`src/hw/spmm_pkg.sv`:
```
// Shared sizes, value types and memory word formats of the sparse-by-dense multiplier
package spmm_pkg;

  // ========================================
  // Fixed sizes
  // ========================================
  localparam int MAX_FEATURE_IN  = 64;
  localparam int MAX_NODES       = 64;
  localparam int NODE_FIFO_DEPTH = 4;

  localparam int DATA_W     = 8;
  localparam int WH_DATA_W  = 20;
  localparam int COL_IDX_W  = $clog2(MAX_FEATURE_IN);
  // One extra bit so a full row of MAX_FEATURE_IN entries fits
  localparam int ROW_LEN_W  = $clog2(MAX_FEATURE_IN) + 1;
  localparam int NUM_NODE_W = $clog2(MAX_NODES);

  // ========================================
  // Value types
  // ========================================
  typedef logic signed [DATA_W-1:0]    data_t;
  typedef logic        [COL_IDX_W-1:0] col_idx_t;
  typedef logic        [ROW_LEN_W-1:0] row_len_t;
  typedef logic        [NUM_NODE_W-1:0] num_node_t;
  // Accumulated Wh element, wraps modulo 2^20
  typedef logic signed [WH_DATA_W-1:0] wh_data_t;

  // H data memory word
  typedef struct packed {
    col_idx_t col_idx;
    data_t    val;
  } h_entry_t;

  // Descriptor memory word, one per H row
  typedef struct packed {
    row_len_t  row_len;
    num_node_t num_node;
    logic      src_flag;
  } node_info_t;

  // Row metadata appended to each Wh word
  typedef struct packed {
    num_node_t num_node;
    logic      src_flag;
  } wh_meta_t;

endpackage

```
`src/hw/h_data_fetch.sv`:
```
// Sparse entry fetcher, reads H data words and presents one entry at a time
`timescale 1ns/1ps

module h_data_fetch
  import spmm_pkg::*;
#(
  parameter int  H_DEPTH = 32,
  localparam int ADDR_W  = $clog2(H_DEPTH)
) (
  input  logic              clk,
  input  logic              rst_n,
  input  logic              spmm_vld_i,
  input  h_entry_t          h_data_dout_i,
  input  logic              entry_take_i,
  output logic [ADDR_W-1:0] h_data_addr_o,
  output h_entry_t          entry_o,
  output logic              entry_vld_o
);

  logic       started;
  logic       last_addr;
  logic       issue;
  // Bit 0 set the cycle a new address shows, bit 1 when its word returns
  logic [1:0] rd_pend;

  assign last_addr = (h_data_addr_o == ADDR_W'(H_DEPTH - 1));
  assign issue     = (spmm_vld_i && !started) || (entry_take_i && !last_addr);

  always_ff @(posedge clk or negedge rst_n) begin
    if (!rst_n) begin
      h_data_addr_o <= '0;
      started       <= 1'b0;
      rd_pend       <= '0;
      entry_vld_o   <= 1'b0;
    end else begin
      if (spmm_vld_i) begin
        started <= 1'b1;
      end
      if (entry_take_i && !last_addr) begin
        h_data_addr_o <= h_data_addr_o + ADDR_W'(1);
      end
      rd_pend <= {rd_pend[0], issue};
      if (entry_take_i) begin
        entry_vld_o <= 1'b0;
      end else if (rd_pend[1]) begin
        entry_vld_o <= 1'b1;
      end
    end
  end

  always_ff @(posedge clk) begin
    if (rd_pend[1]) begin
      entry_o <= h_data_dout_i;
    end
  end

endmodule

```
`src/hw/node_info_fetch.sv`:
```
// Row descriptor prefetcher, keeps a small FIFO of node descriptors ahead of the lanes
`timescale 1ns/1ps

module node_info_fetch
  import spmm_pkg::*;
#(
  parameter int  TOTAL_NODES = 8,
  localparam int ADDR_W      = $clog2(TOTAL_NODES)
) (
  input  logic              clk,
  input  logic              rst_n,
  input  logic              spmm_vld_i,
  input  node_info_t        node_info_dout_i,
  input  logic              desc_pop_i,
  output logic [ADDR_W-1:0] node_info_addr_o,
  output node_info_t        desc_o,
  output logic              desc_vld_o
);

  localparam int PTR_W = $clog2(NODE_FIFO_DEPTH);
  localparam int CNT_W = $clog2(NODE_FIFO_DEPTH + 1);

  node_info_t       fifo_mem [NODE_FIFO_DEPTH];
  logic [PTR_W-1:0] wr_ptr;
  logic [PTR_W-1:0] rd_ptr;
  logic [CNT_W-1:0] used;
  logic [CNT_W-1:0] in_flight;
  logic             all_issued;
  logic             room;
  logic             issue;
  logic             push;

  // Reads still in flight already own a FIFO slot
  assign room   = (used + in_flight < NODE_FIFO_DEPTH) || desc_pop_i;
  assign issue  = spmm_vld_i && !all_issued && room;
  // Memory answers one cycle after the address
  assign push   = (in_flight != '0);

  assign desc_vld_o = (used != '0);
  assign desc_o     = fifo_mem[rd_ptr];

  always_ff @(posedge clk or negedge rst_n) begin
    if (!rst_n) begin
      node_info_addr_o <= '0;
      all_issued       <= 1'b0;
      in_flight        <= '0;
      used             <= '0;
      wr_ptr           <= '0;
      rd_ptr           <= '0;
    end else begin
      if (issue) begin
        if (node_info_addr_o == ADDR_W'(TOTAL_NODES - 1)) begin
          all_issued <= 1'b1;
        end else begin
          node_info_addr_o <= node_info_addr_o + ADDR_W'(1);
        end
      end
      in_flight <= in_flight + CNT_W'(issue) - CNT_W'(push);
      used      <= used + CNT_W'(push) - CNT_W'(desc_pop_i);
      if (push) begin
        wr_ptr <= wr_ptr + PTR_W'(1);
      end
      if (desc_pop_i) begin
        rd_ptr <= rd_ptr + PTR_W'(1);
      end
    end
  end

  always_ff @(posedge clk) begin
    if (push) begin
      fifo_mem[wr_ptr] <= node_info_dout_i;
    end
  end

endmodule

```
`src/hw/sp_pe.sv`:
```
// Single output-feature lane, multiplies entries by its weight column and sums a row
`timescale 1ns/1ps

module sp_pe
  import spmm_pkg::*;
(
  input  logic     clk,
  input  logic     rst_n,
  input  logic     take_i,
  input  logic     first_i,
  input  logic     last_i,
  input  h_entry_t entry_i,
  input  data_t    wgt_dout_i,
  output col_idx_t wgt_addr_o,
  output wh_data_t res_o,
  output logic     res_vld_o
);

  logic     mac_vld;
  logic     first_q;
  logic     last_q;
  data_t    val_q;
  wh_data_t prod;
  wh_data_t acc;

  // Weight row selected by the entry column, word returns next cycle
  assign wgt_addr_o = entry_i.col_idx;
  assign prod       = wh_data_t'(val_q) * wh_data_t'(wgt_dout_i);
  assign res_o      = acc;

  always_ff @(posedge clk or negedge rst_n) begin
    if (!rst_n) begin
      mac_vld   <= 1'b0;
      res_vld_o <= 1'b0;
    end else begin
      mac_vld   <= take_i;
      res_vld_o <= mac_vld && last_q;
    end
  end

  always_ff @(posedge clk) begin
    if (take_i) begin
      val_q   <= entry_i.val;
      first_q <= first_i;
      last_q  <= last_i;
    end
    // First entry of a row restarts the sum
    if (mac_vld) begin
      acc <= first_q ? prod : acc + prod;
    end
  end

endmodule

```
`src/hw/sppe_array.sv`:
```
// Row sequencer, pairs entries with their descriptor and drives every lane
`timescale 1ns/1ps

module sppe_array
  import spmm_pkg::*;
#(
  parameter int NUM_FEATURE_OUT = 4
) (
  input  logic                             clk,
  input  logic                             rst_n,
  input  h_entry_t                         entry_i,
  input  logic                             entry_vld_i,
  input  node_info_t                       desc_i,
  input  logic                             desc_vld_i,
  input  data_t    [NUM_FEATURE_OUT-1:0]   wgt_dout_i,
  output logic                             entry_take_o,
  output logic                             desc_pop_o,
  output col_idx_t [NUM_FEATURE_OUT-1:0]   wgt_addr_o,
  output logic                             row_done_o,
  output wh_data_t [NUM_FEATURE_OUT-1:0]   row_res_o,
  output wh_meta_t                         row_meta_o
);

  row_len_t                   cnt;
  logic                       first_ent;
  logic                       last_ent;
  logic [NUM_FEATURE_OUT-1:0] lane_vld;
  wh_meta_t                   meta_d1;
  wh_meta_t                   meta_d2;

  assign entry_take_o = entry_vld_i && desc_vld_i;
  assign first_ent    = (cnt == '0);
  assign last_ent     = (cnt == desc_i.row_len - row_len_t'(1));
  assign desc_pop_o   = entry_take_o && last_ent;
  assign row_done_o   = &lane_vld;
  assign row_meta_o   = meta_d2;

  // Entry position within the current row
  always_ff @(posedge clk or negedge rst_n) begin
    if (!rst_n) begin
      cnt <= '0;
    end else if (entry_take_o) begin
      cnt <= last_ent ? '0 : cnt + row_len_t'(1);
    end
  end

  // Two stages, matching the lane take-to-result delay
  always_ff @(posedge clk) begin
    if (desc_pop_o) begin
      meta_d1 <= '{num_node: desc_i.num_node, src_flag: desc_i.src_flag};
    end
    meta_d2 <= meta_d1;
  end

  // ========================================
  // Lanes, one per output feature
  // ========================================
  for (genvar i = 0; i < NUM_FEATURE_OUT; i++) begin : g_lane
    sp_pe u_sp_pe (
      .clk        (clk),
      .rst_n      (rst_n),
      .take_i     (entry_take_o),
      .first_i    (first_ent),
      .last_i     (last_ent),
      .entry_i    (entry_i),
      .wgt_dout_i (wgt_dout_i[i]),
      .wgt_addr_o (wgt_addr_o[i]),
      .res_o      (row_res_o[i]),
      .res_vld_o  (lane_vld[i])
    );
  end

endmodule

```
`src/hw/wh_writer.sv`:
```
// Result writer, stores finished rows to Wh memory and subgraph sizes to num-node memory
`timescale 1ns/1ps

module wh_writer
  import spmm_pkg::*;
#(
  parameter int  NUM_FEATURE_OUT = 4,
  parameter int  TOTAL_NODES     = 8,
  parameter int  NUM_SUBGRAPHS   = 8,
  localparam int WH_ADDR_W       = $clog2(TOTAL_NODES),
  localparam int NN_ADDR_W       = $clog2(NUM_SUBGRAPHS),
  localparam int WH_WIDTH        = NUM_FEATURE_OUT * $bits(wh_data_t) + $bits(wh_meta_t)
) (
  input  logic                           clk,
  input  logic                           rst_n,
  input  logic                           row_done_i,
  input  wh_data_t [NUM_FEATURE_OUT-1:0] row_res_i,
  input  wh_meta_t                       row_meta_i,
  output logic                           wh_bram_ena_o,
  output logic [WH_ADDR_W-1:0]           wh_bram_addra_o,
  output logic [WH_WIDTH-1:0]            wh_bram_din_o,
  output logic                           num_node_bram_ena_o,
  output logic [NN_ADDR_W-1:0]           num_node_bram_addra_o,
  output num_node_t                      num_node_bram_din_o,
  output logic                           spmm_done_o
);

  localparam int LANE_W = $bits(wh_data_t);

  logic [WH_WIDTH-1:0] wh_word;
  logic                wr_en;

  assign wr_en = row_done_i && !spmm_done_o;

  // Lane 0 lands in the top bits, metadata in the bottom
  always_comb begin
    wh_word = '0;
    for (int i = 0; i < NUM_FEATURE_OUT; i++) begin
      wh_word[WH_WIDTH-1-i*LANE_W -: LANE_W] = row_res_i[i];
    end
    wh_word[$bits(wh_meta_t)-1:0] = row_meta_i;
  end

  always_ff @(posedge clk or negedge rst_n) begin
    if (!rst_n) begin
      wh_bram_ena_o         <= 1'b0;
      wh_bram_addra_o       <= '0;
      num_node_bram_ena_o   <= 1'b0;
      num_node_bram_addra_o <= '0;
      spmm_done_o           <= 1'b0;
    end else begin
      wh_bram_ena_o       <= wr_en;
      num_node_bram_ena_o <= wr_en && row_meta_i.src_flag;
      // Address moves on after each write, done follows the last one
      if (wh_bram_ena_o) begin
        if (wh_bram_addra_o == WH_ADDR_W'(TOTAL_NODES - 1)) begin
          spmm_done_o <= 1'b1;
        end else begin
          wh_bram_addra_o <= wh_bram_addra_o + WH_ADDR_W'(1);
        end
      end
      if (num_node_bram_ena_o &&
          num_node_bram_addra_o != NN_ADDR_W'(NUM_SUBGRAPHS - 1)) begin
        num_node_bram_addra_o <= num_node_bram_addra_o + NN_ADDR_W'(1);
      end
    end
  end

  always_ff @(posedge clk) begin
    if (wr_en) begin
      wh_bram_din_o       <= wh_word;
      num_node_bram_din_o <= row_meta_i.num_node;
    end
  end

endmodule

```
`src/hw/spmm_top.sv`:
```
// Feature-times-weight stage Wh = H x W, sparse H rows against a dense weight matrix
`timescale 1ns/1ps

module spmm_top
  import spmm_pkg::*;
#(
  parameter int  NUM_FEATURE_OUT = 4,
  parameter int  TOTAL_NODES     = 8,
  parameter int  H_DEPTH         = 32,
  parameter int  NUM_SUBGRAPHS   = 8,
  localparam int H_ADDR_W        = $clog2(H_DEPTH),
  localparam int NI_ADDR_W       = $clog2(TOTAL_NODES),
  localparam int WH_ADDR_W       = $clog2(TOTAL_NODES),
  localparam int NN_ADDR_W       = $clog2(NUM_SUBGRAPHS),
  localparam int WH_WIDTH        = NUM_FEATURE_OUT * $bits(wh_data_t) + $bits(wh_meta_t)
) (
  input  logic                           clk,
  input  logic                           rst_n,
  input  logic                           spmm_vld_i,
  input  h_entry_t                       h_data_dout_i,
  input  node_info_t                     node_info_dout_i,
  input  data_t    [NUM_FEATURE_OUT-1:0] wgt_dout_i,
  output logic [H_ADDR_W-1:0]            h_data_addr_o,
  output logic [NI_ADDR_W-1:0]           node_info_addr_o,
  output col_idx_t [NUM_FEATURE_OUT-1:0] wgt_addr_o,
  output logic                           wh_bram_ena_o,
  output logic [WH_ADDR_W-1:0]           wh_bram_addra_o,
  output logic [WH_WIDTH-1:0]            wh_bram_din_o,
  output logic                           num_node_bram_ena_o,
  output logic [NN_ADDR_W-1:0]           num_node_bram_addra_o,
  output num_node_t                      num_node_bram_din_o,
  output logic                           spmm_done_o
);

  h_entry_t                       entry;
  logic                           entry_vld;
  logic                           entry_take;
  node_info_t                     desc;
  logic                           desc_vld;
  logic                           desc_pop;
  logic                           row_done;
  wh_data_t [NUM_FEATURE_OUT-1:0] row_res;
  wh_meta_t                       row_meta;

  // ========================================
  // Fetchers, running side by side
  // ========================================
  h_data_fetch #(
    .H_DEPTH (H_DEPTH)
  ) u_h_data_fetch (
    .clk           (clk),
    .rst_n         (rst_n),
    .spmm_vld_i    (spmm_vld_i),
    .h_data_dout_i (h_data_dout_i),
    .entry_take_i  (entry_take),
    .h_data_addr_o (h_data_addr_o),
    .entry_o       (entry),
    .entry_vld_o   (entry_vld)
  );

  node_info_fetch #(
    .TOTAL_NODES (TOTAL_NODES)
  ) u_node_info_fetch (
    .clk              (clk),
    .rst_n            (rst_n),
    .spmm_vld_i       (spmm_vld_i),
    .node_info_dout_i (node_info_dout_i),
    .desc_pop_i       (desc_pop),
    .node_info_addr_o (node_info_addr_o),
    .desc_o           (desc),
    .desc_vld_o       (desc_vld)
  );

  // ========================================
  // Lanes and result writer
  // ========================================
  sppe_array #(
    .NUM_FEATURE_OUT (NUM_FEATURE_OUT)
  ) u_sppe_array (
    .clk          (clk),
    .rst_n        (rst_n),
    .entry_i      (entry),
    .entry_vld_i  (entry_vld),
    .desc_i       (desc),
    .desc_vld_i   (desc_vld),
    .wgt_dout_i   (wgt_dout_i),
    .entry_take_o (entry_take),
    .desc_pop_o   (desc_pop),
    .wgt_addr_o   (wgt_addr_o),
    .row_done_o   (row_done),
    .row_res_o    (row_res),
    .row_meta_o   (row_meta)
  );

  wh_writer #(
    .NUM_FEATURE_OUT (NUM_FEATURE_OUT),
    .TOTAL_NODES     (TOTAL_NODES),
    .NUM_SUBGRAPHS   (NUM_SUBGRAPHS)
  ) u_wh_writer (
    .clk                   (clk),
    .rst_n                 (rst_n),
    .row_done_i            (row_done),
    .row_res_i             (row_res),
    .row_meta_i            (row_meta),
    .wh_bram_ena_o         (wh_bram_ena_o),
    .wh_bram_addra_o       (wh_bram_addra_o),
    .wh_bram_din_o         (wh_bram_din_o),
    .num_node_bram_ena_o   (num_node_bram_ena_o),
    .num_node_bram_addra_o (num_node_bram_addra_o),
    .num_node_bram_din_o   (num_node_bram_din_o),
    .spmm_done_o           (spmm_done_o)
  );

endmodule

```
`config.mk`:
```
export PLATFORM = sky130hd
export DESIGN_NAME = spmm_top
export DESIGN_NICKNAME = d
export VERILOG_FILES = /design/src/hw/spmm_pkg.sv /design/src/hw/h_data_fetch.sv /design/src/hw/node_info_fetch.sv /design/src/hw/sp_pe.sv /design/src/hw/sppe_array.sv /design/src/hw/wh_writer.sv /design/src/hw/spmm_top.sv
export SDC_FILE = /design/constraint.sdc
export NUM_CORES = 1
export LEC_CHECK = 0
export BUFFER_PORTS_ARGS = -buffer_cell sky130_fd_sc_hd__buf_4
export CELL_PAD_IN_SITES_DETAIL_PLACEMENT = 0
export CELL_PAD_IN_SITES_GLOBAL_PLACEMENT = 2
export CORE_MARGIN = 5
export CORE_UTILIZATION = 37
export CTS_CLUSTER_SIZE = 30
export DETAILED_ROUTE_END_ITERATION = 7
export PLACE_DENSITY_LB_ADDON = 0.1
export SLEW_MARGIN = 20
export SYNTH_ARGS = -nofsm -noshare
export SYNTH_HDL_FRONTEND = slang
export SYNTH_SLANG_ARGS = --single-unit
export TNS_END_PERCENT = 50
```
`constraint.sdc`:
```
create_clock -name clk -period 5.98 [get_ports clk]
set_input_delay 0 -clock clk [delete_from_list [all_inputs] [get_ports clk]]
set_output_delay 0 -clock clk [all_outputs]
set_load 0.05 [all_outputs]
```
* After elaboration in Yosys (flattened, before gate mapping) *
Memories as Yosys holds them, arrays and structs flattened.
Index checks and enable logic that the tools add are counted.
W data, S select, Z words.

operators by class
  $add $sub $neg = 17
  multipliers = 4
  $lt $le $gt $ge = 1
  eq/ne operators = 5
  muxes and demuxes = 9
  bitwise logic cells = 2
  reductions and logical operators = 24

operators by type and width
  kind                   number
  $add A20 B20 Y20       4
  $mux W20               4
  $mul A8 B8 Y16         4
  $lt A32 B3 Y1 const B  1
  $logic_and A1 B1 Y1    10
  $add A3 B1 Y3 const B  3
  $reduce_and A2 Y1      4
  $add A7 B1 Y7 const B  1
  $eq A7 B7 Y1           1
  $logic_not A7 Y1       1
  $mux W7                1
  $sub A7 B1 Y7 const B  1
  $add A3 B1 Y3          2
  $eq A3 B3 Y1 const B   2
  $reduce_bool A3 Y1     2
  $sub A3 B1 Y3          2
  $add A5 B1 Y5 const B  1
  $eq A5 B5 Y1 const B   1
  $add A2 B1 Y2 const B  2
  $add A3 B3 Y4          1
  $logic_not A1 Y1       4
  $mux W1                4
  $ne A3 B3 Y1 const B   1
  $logic_or A1 B1 Y1     2
  other kinds (2)        3

storage, ports and cells
  bits in registers = 252
  memory bits (writable) = 56
  input port bits = 63
  output and inout port bits = 134
  word-level logic and storage cells = 96
  memories = 1

memories
  memory                      depth  bits a word  rd ports  clocked after memory_dff  write ports  RTL line               RTL
  u_node_info_fetch.fifo_mem  4      14           1         0                         1            node_info_fetch.sv:23  node_info_t fifo_mem [NODE_FIFO_DEPTH];

* Logic depth before layout (Yosys ltp) *
An unclocked memory read counts as a cell.

  depth after elaboration = 8
  mapped depth = 29
  gate-level depth less buffers = 27

* Modules after synthesis *
A second synthesis with hierarchy kept.

unflattened totals
  cell total of the unflattened synthesis = 2325
  area total of the unflattened synthesis = 26616.8 µm²

by module, submodules not included
  module                                      instances  cells an instance  area each (µm²)  seq. area each (µm²)
  sp_pe (u_sppe_array.g_lane[0].u_sp_pe ...)  2          478                4695.8           950.9
  sp_pe (u_sppe_array.g_lane[2].u_sp_pe)      1          506                4842.1           950.9
  sp_pe (u_sppe_array.g_lane[3].u_sp_pe)      1          474                4655.7           950.9
  wh_writer                                   1          117                3059.2           2837.7
  node_info_fetch                             1          136                2819.0           2031.9
  sppe_array                                  1          96                 1033.5           525.5
  h_data_fetch                                1          40                 815.8            645.6

* Worst setup path before layout *
Ideal clock, no wire load.

  path type = register -> register
  from = register u_sppe_array.g_lane[0].u_sp_pe.val_q[7] (netlist name)
  to = register u_sppe_array.g_lane[3].u_sp_pe.acc[19] (data pin)
  setup time = 0.277 ns
  data arrival time = 6.165 ns
  required time = 5.703 ns
  path slack = -0.461 ns
  stages on the path, launching flop included = 23
  path buffers = 1
  period minus slack after synthesis = 6.441 ns
  cell sequence = edfxtp_1 -> clkbuf_1 -> and2_1 -> fa_1 -> inv_1 -> fa_1 -> inv_1 -> fa_1 -> inv_1 -> fa_1 -> inv_1 -> ha_1 -> a21oi_1 -> inv_1 -> a221oi_1 -> a21oi_1 -> xnor2_1 -> ha_1 -> and3_1 -> a211o_1 -> o31ai_1 -> mux2i_1 -> xnor2_1

RTL lines
  item                  RTL line     RTL
  to (signal assigned)  sp_pe.sv:49  acc <= first_q ? prod : acc + prod;
  to (decl)             sp_pe.sv:24  wh_data_t acc;

==> results.sh <==
export IMPL_grt_pass1_wl_mm=92.9
export IMPL_critPathArrivalTime_ns=6.44
export IMPL_cts_sinks=302
export IMPL_antenna_cells=0
export IMPL_cts_inserted_buffers=38
export IMPL_fillCellCount=6202
export IMPL_crit_path_max_incr_delay_ns=0.48
export IMPL_final_common_cell="buf_4"
export IMPL_clkSlewWorstSetupHoldPaths_ns=0.06
export IMPL_cp_end_kind="register"
export IMPL_areaGrowthSynthToFinish_pct=27.9
export IMPL_first_iter_violations=511
export IMPL_synth_edf_count=254
export IMPL_synthDistinctLibCells=71
export IMPL_clockBufferDepth=3
export IMPL_overflow=0
export IMPL_start_kind="register"
export IMPL_hold_viol_final=0
export IMPL_final_period_utilization_pct=103
export IMPL_tns_ns=-0.771
export IMPL_synth_compound_area_share_pct=8.01
export IMPL_hold_worst_slack_ns=0.129
export IMPL_dieArea_mm2=0.0724
export IMPL_maxCapViolCount=0
export IMPL_finalWirelength_mm=57.2
export IMPL_maxSlewViolCount=0
export IMPL_violations="setup timing"
export IMPL_final_cell_mix="buf_4 (416), inv_1 (358), edfxtp_1 (254)"
export IMPL_async_flop_share_pct=13.6
export IMPL_htreeDepth=2
export IMPL_synthMuxAreaShare_pct=2.78
export IMPL_fmax_mhz=163
export IMPL_antenna_found_initial=0
export IMPL_cp_max_fo=5
export IMPL_synth_top_family_by_area="adder cells"
export IMPL_post_synth_cell_area_avg_um2=10.9
export IMPL_clock_latency_ns=0.56
export IMPL_status="complete, but fails checks"
export IMPL_ff2ff_setup_slack_ns=-0.16
export IMPL_crit_type="register to register"
export IMPL_worst_slew_pin_slew_ns=0.886
export IMPL_antenna_left=0
export IMPL_start_util_pct=37.1
export IMPL_regArea_mm2=0.00880
export IMPL_setup_viol=12
export IMPL_placement_io_buffers=196
export IMPL_gp_congestion=0.799
export IMPL_yosysSeqAreaShare_pct=35.4
export IMPL_nets=3230
export IMPL_drtPass1Iterations=4
export IMPL_ys_seq_elements=302
export IMPL_timing_slew_headroom_pct=40.5
export IMPL_drc=0
export IMPL_syn_nets=2786
export IMPL_via_count=17277
export IMPL_hpwl_mm=42.9
export IMPL_period_needed_ns=6.14
export IMPL_setup_slack_ns=-0.157
export IMPL_synth_flop_cell="edfxtp_1"
export IMPL_drive_gt1_share_pct=26.9
export IMPL_syn_cell_area_mm2=0.0248
export IMPL_track_usage_pct=15.8
export IMPL_row_count=95
export IMPL_cp_common_cell="a21oi_2"
export IMPL_cts_tree="done"
export IMPL_grt_max_degree=148
export IMPL_yosys_warnings=0
export IMPL_grt_pass1_vias=18313
export IMPL_routedWlPerCell_um=15.8
export IMPL_io_pins=197
export IMPL_skew_ns=0.0194
export IMPL_multiInputGateArea_mm2=0.0153
export IMPL_die_y_um=269
export IMPL_die_x_um=269
export IMPL_cpMaxStageDelayCell="fa_1"
export IMPL_synthCells=2272
export IMPL_synth_fa_ha_area_share_pct=29.6
export IMPL_critPathRequiredTime_ns=6.28
export IMPL_synth_xor_area_share_pct=5.04
export IMPL_worst_hold_path_type="primary input to register"
export IMPL_synth_simple_gate_area_share_pct=11.6
export IMPL_vias_per_cell=4.77
export IMPL_cts_root_buf="clkbuf_16"
export IMPL_rsz0062_at_grt="yes"
export IMPL_coreArea_mm2=0.0669
export IMPL_utilization_pct=47.5
-- flip-flops by register name, indices dropped and copies added (netlist names), 2 cells and up --
signal	cells
u_h_data_fetch.entry_o	14
u_sppe_array.cnt	7
u_sppe_array.row_meta_o	7
u_sppe_array.g_lane.u_sp_pe.val_q	8
u_node_info_fetch.used	3
u_sppe_array.meta_d1	7
u_wh_writer.num_node_bram_addra_o	3
u_node_info_fetch.node_info_addr_o	3
u_wh_writer.wh_bram_din_o	82
u_node_info_fetch.wr_ptr	2
u_sppe_array.g_lane.u_sp_pe.res_o	80
u_node_info_fetch.rd_ptr	2
u_wh_writer.wh_bram_addra_o	3
u_node_info_fetch.fifo_mem	56
u_node_info_fetch.in_flight	3
u_wh_writer.num_node_bram_din_o	5
u_h_data_fetch.h_data_addr_o	5
u_h_data_fetch.rd_pend	2
-- path summary, 6_finish.rpt --
check,start,endpoint,cells past startpoint
min in group asynchronous,rst_n,u_node_info_fetch.rd_ptr[0]$_DFFE_PN0P_,4
max in group asynchronous,rst_n,u_sppe_array.g_lane[0].u_sp_pe.mac_vld$_DFF_PN0_,4
hold reg to reg,u_sppe_array.meta_d1[6]$_DFFE_PP_,u_sppe_array.row_meta_o[6]$_DFF_P_,0
hold / removal,wgt_dout_i[2],u_sppe_array.g_lane[0].u_sp_pe.res_o[2]$_DFFE_PP_,5
setup reg to reg,u_sppe_array.g_lane[0].u_sp_pe.val_q[3]$_DFFE_PP_,u_sppe_array.g_lane[3].u_sp_pe.res_o[19]$_DFFE_PP_,28
setup / recovery,u_sppe_array.g_lane[0].u_sp_pe.val_q[3]$_DFFE_PP_,u_sppe_array.g_lane[3].u_sp_pe.res_o[19]$_DFFE_PP_,28
-- metrics by stage --
stage	setup slack, ns	cell area [um2]	instances
6_report	-0.157	31800	3619
5_1_grt	-0.432	31800	3619
2_1_floorplan	-0.0342	25000	2272
3_5_place_dp	-0.422	28700	3465
4_1_cts	-0.172	31000	3598
3_3_place_gp	-0.319	28700	3465
-- cell type report --
type | instances | share of cell area [%]
inverter | 390 | 4.61
sequential | 302 | 27.7
timing repair buffer | 481 | 12.4
clock inverter | 18 | 0.602
multi-input combinational | 1503 | 48.0
clock buffer | 52 | 3.25
tap | 873 | 3.44
-- worst max-delay path: cells and delay by family, from the launching register on --
family                   cells  cell delay [ns]
multiplexers                 1             0.25
XOR/XNOR                     2             0.27
flip-flops                   1             0.41
adder cells (fa/ha/maj)      7             2.32
AND/OR/NAND/NOR              2             0.24
buffers and inverters        6             0.60
AO/OA/AOI/OAI               10             1.79
-- what timing repair did --
| action | in CTS | in global routing |
|---|---|---|
| setup endpoints to repair | 19 | 24 |
| setup buffers | 27 | 19 |
| hold endpoints to repair | 122 | 0 |
| pin swaps | 73 | 95 |
| hold buffers | 36 | 0 |
| gates resized for setup | 105 | 127 |
| cloned | 0 | 3 |
-- layer usage --
layer	GRT usage, %	vias to the layer above	part of all wire (%)
li1	-	8401	-
met1	20.1	8631	44
met2	27.9	175	51
met3	3.05	70	3.8
met4	3.77	0	1.9
met5	0	-	0
-- Yosys cell counts (8+ instances only) --
cell type,instances,area [um2]
inv_1,389,1460
edfxtp_1,254,7630
fa_1,226,4520
ha_1,225,2820
and2_1,183,1140
nand2_1,139,522
xnor2_1,103,902
o21ai_0,85,425
a21oi_1,83,415
nor2_1,76,285
dfrtp_1,41,1030
xor2_1,40,350
clkbuf_1,39,146
nor2b_1,38,238
a21o_1,34,255
buf_4,30,225
nor3_1,30,150
mux2_2,24,270
o21bai_1,24,180
nand3_1,21,105
nand2b_1,17,106
o21a_1,16,120
mux4_2,12,270
a211oi_1,10,75.1
and3_1,10,62.6
o31ai_1,9,67.6
a31oi_1,8,50.1
-- cells by family (layout without fill, tap and decap cells) --
family,count (synthesis),after routing
compound gates,316,316
mux,45,45
xor+xnor,143,143
flops,302,302
fa+ha+maj,451,451
simple gates,548,548
buf+inv,467,941
Power is left out: the tool's default activity adds up to more than one toggle a clock period on the data nets, which glitch-free logic cannot reach.
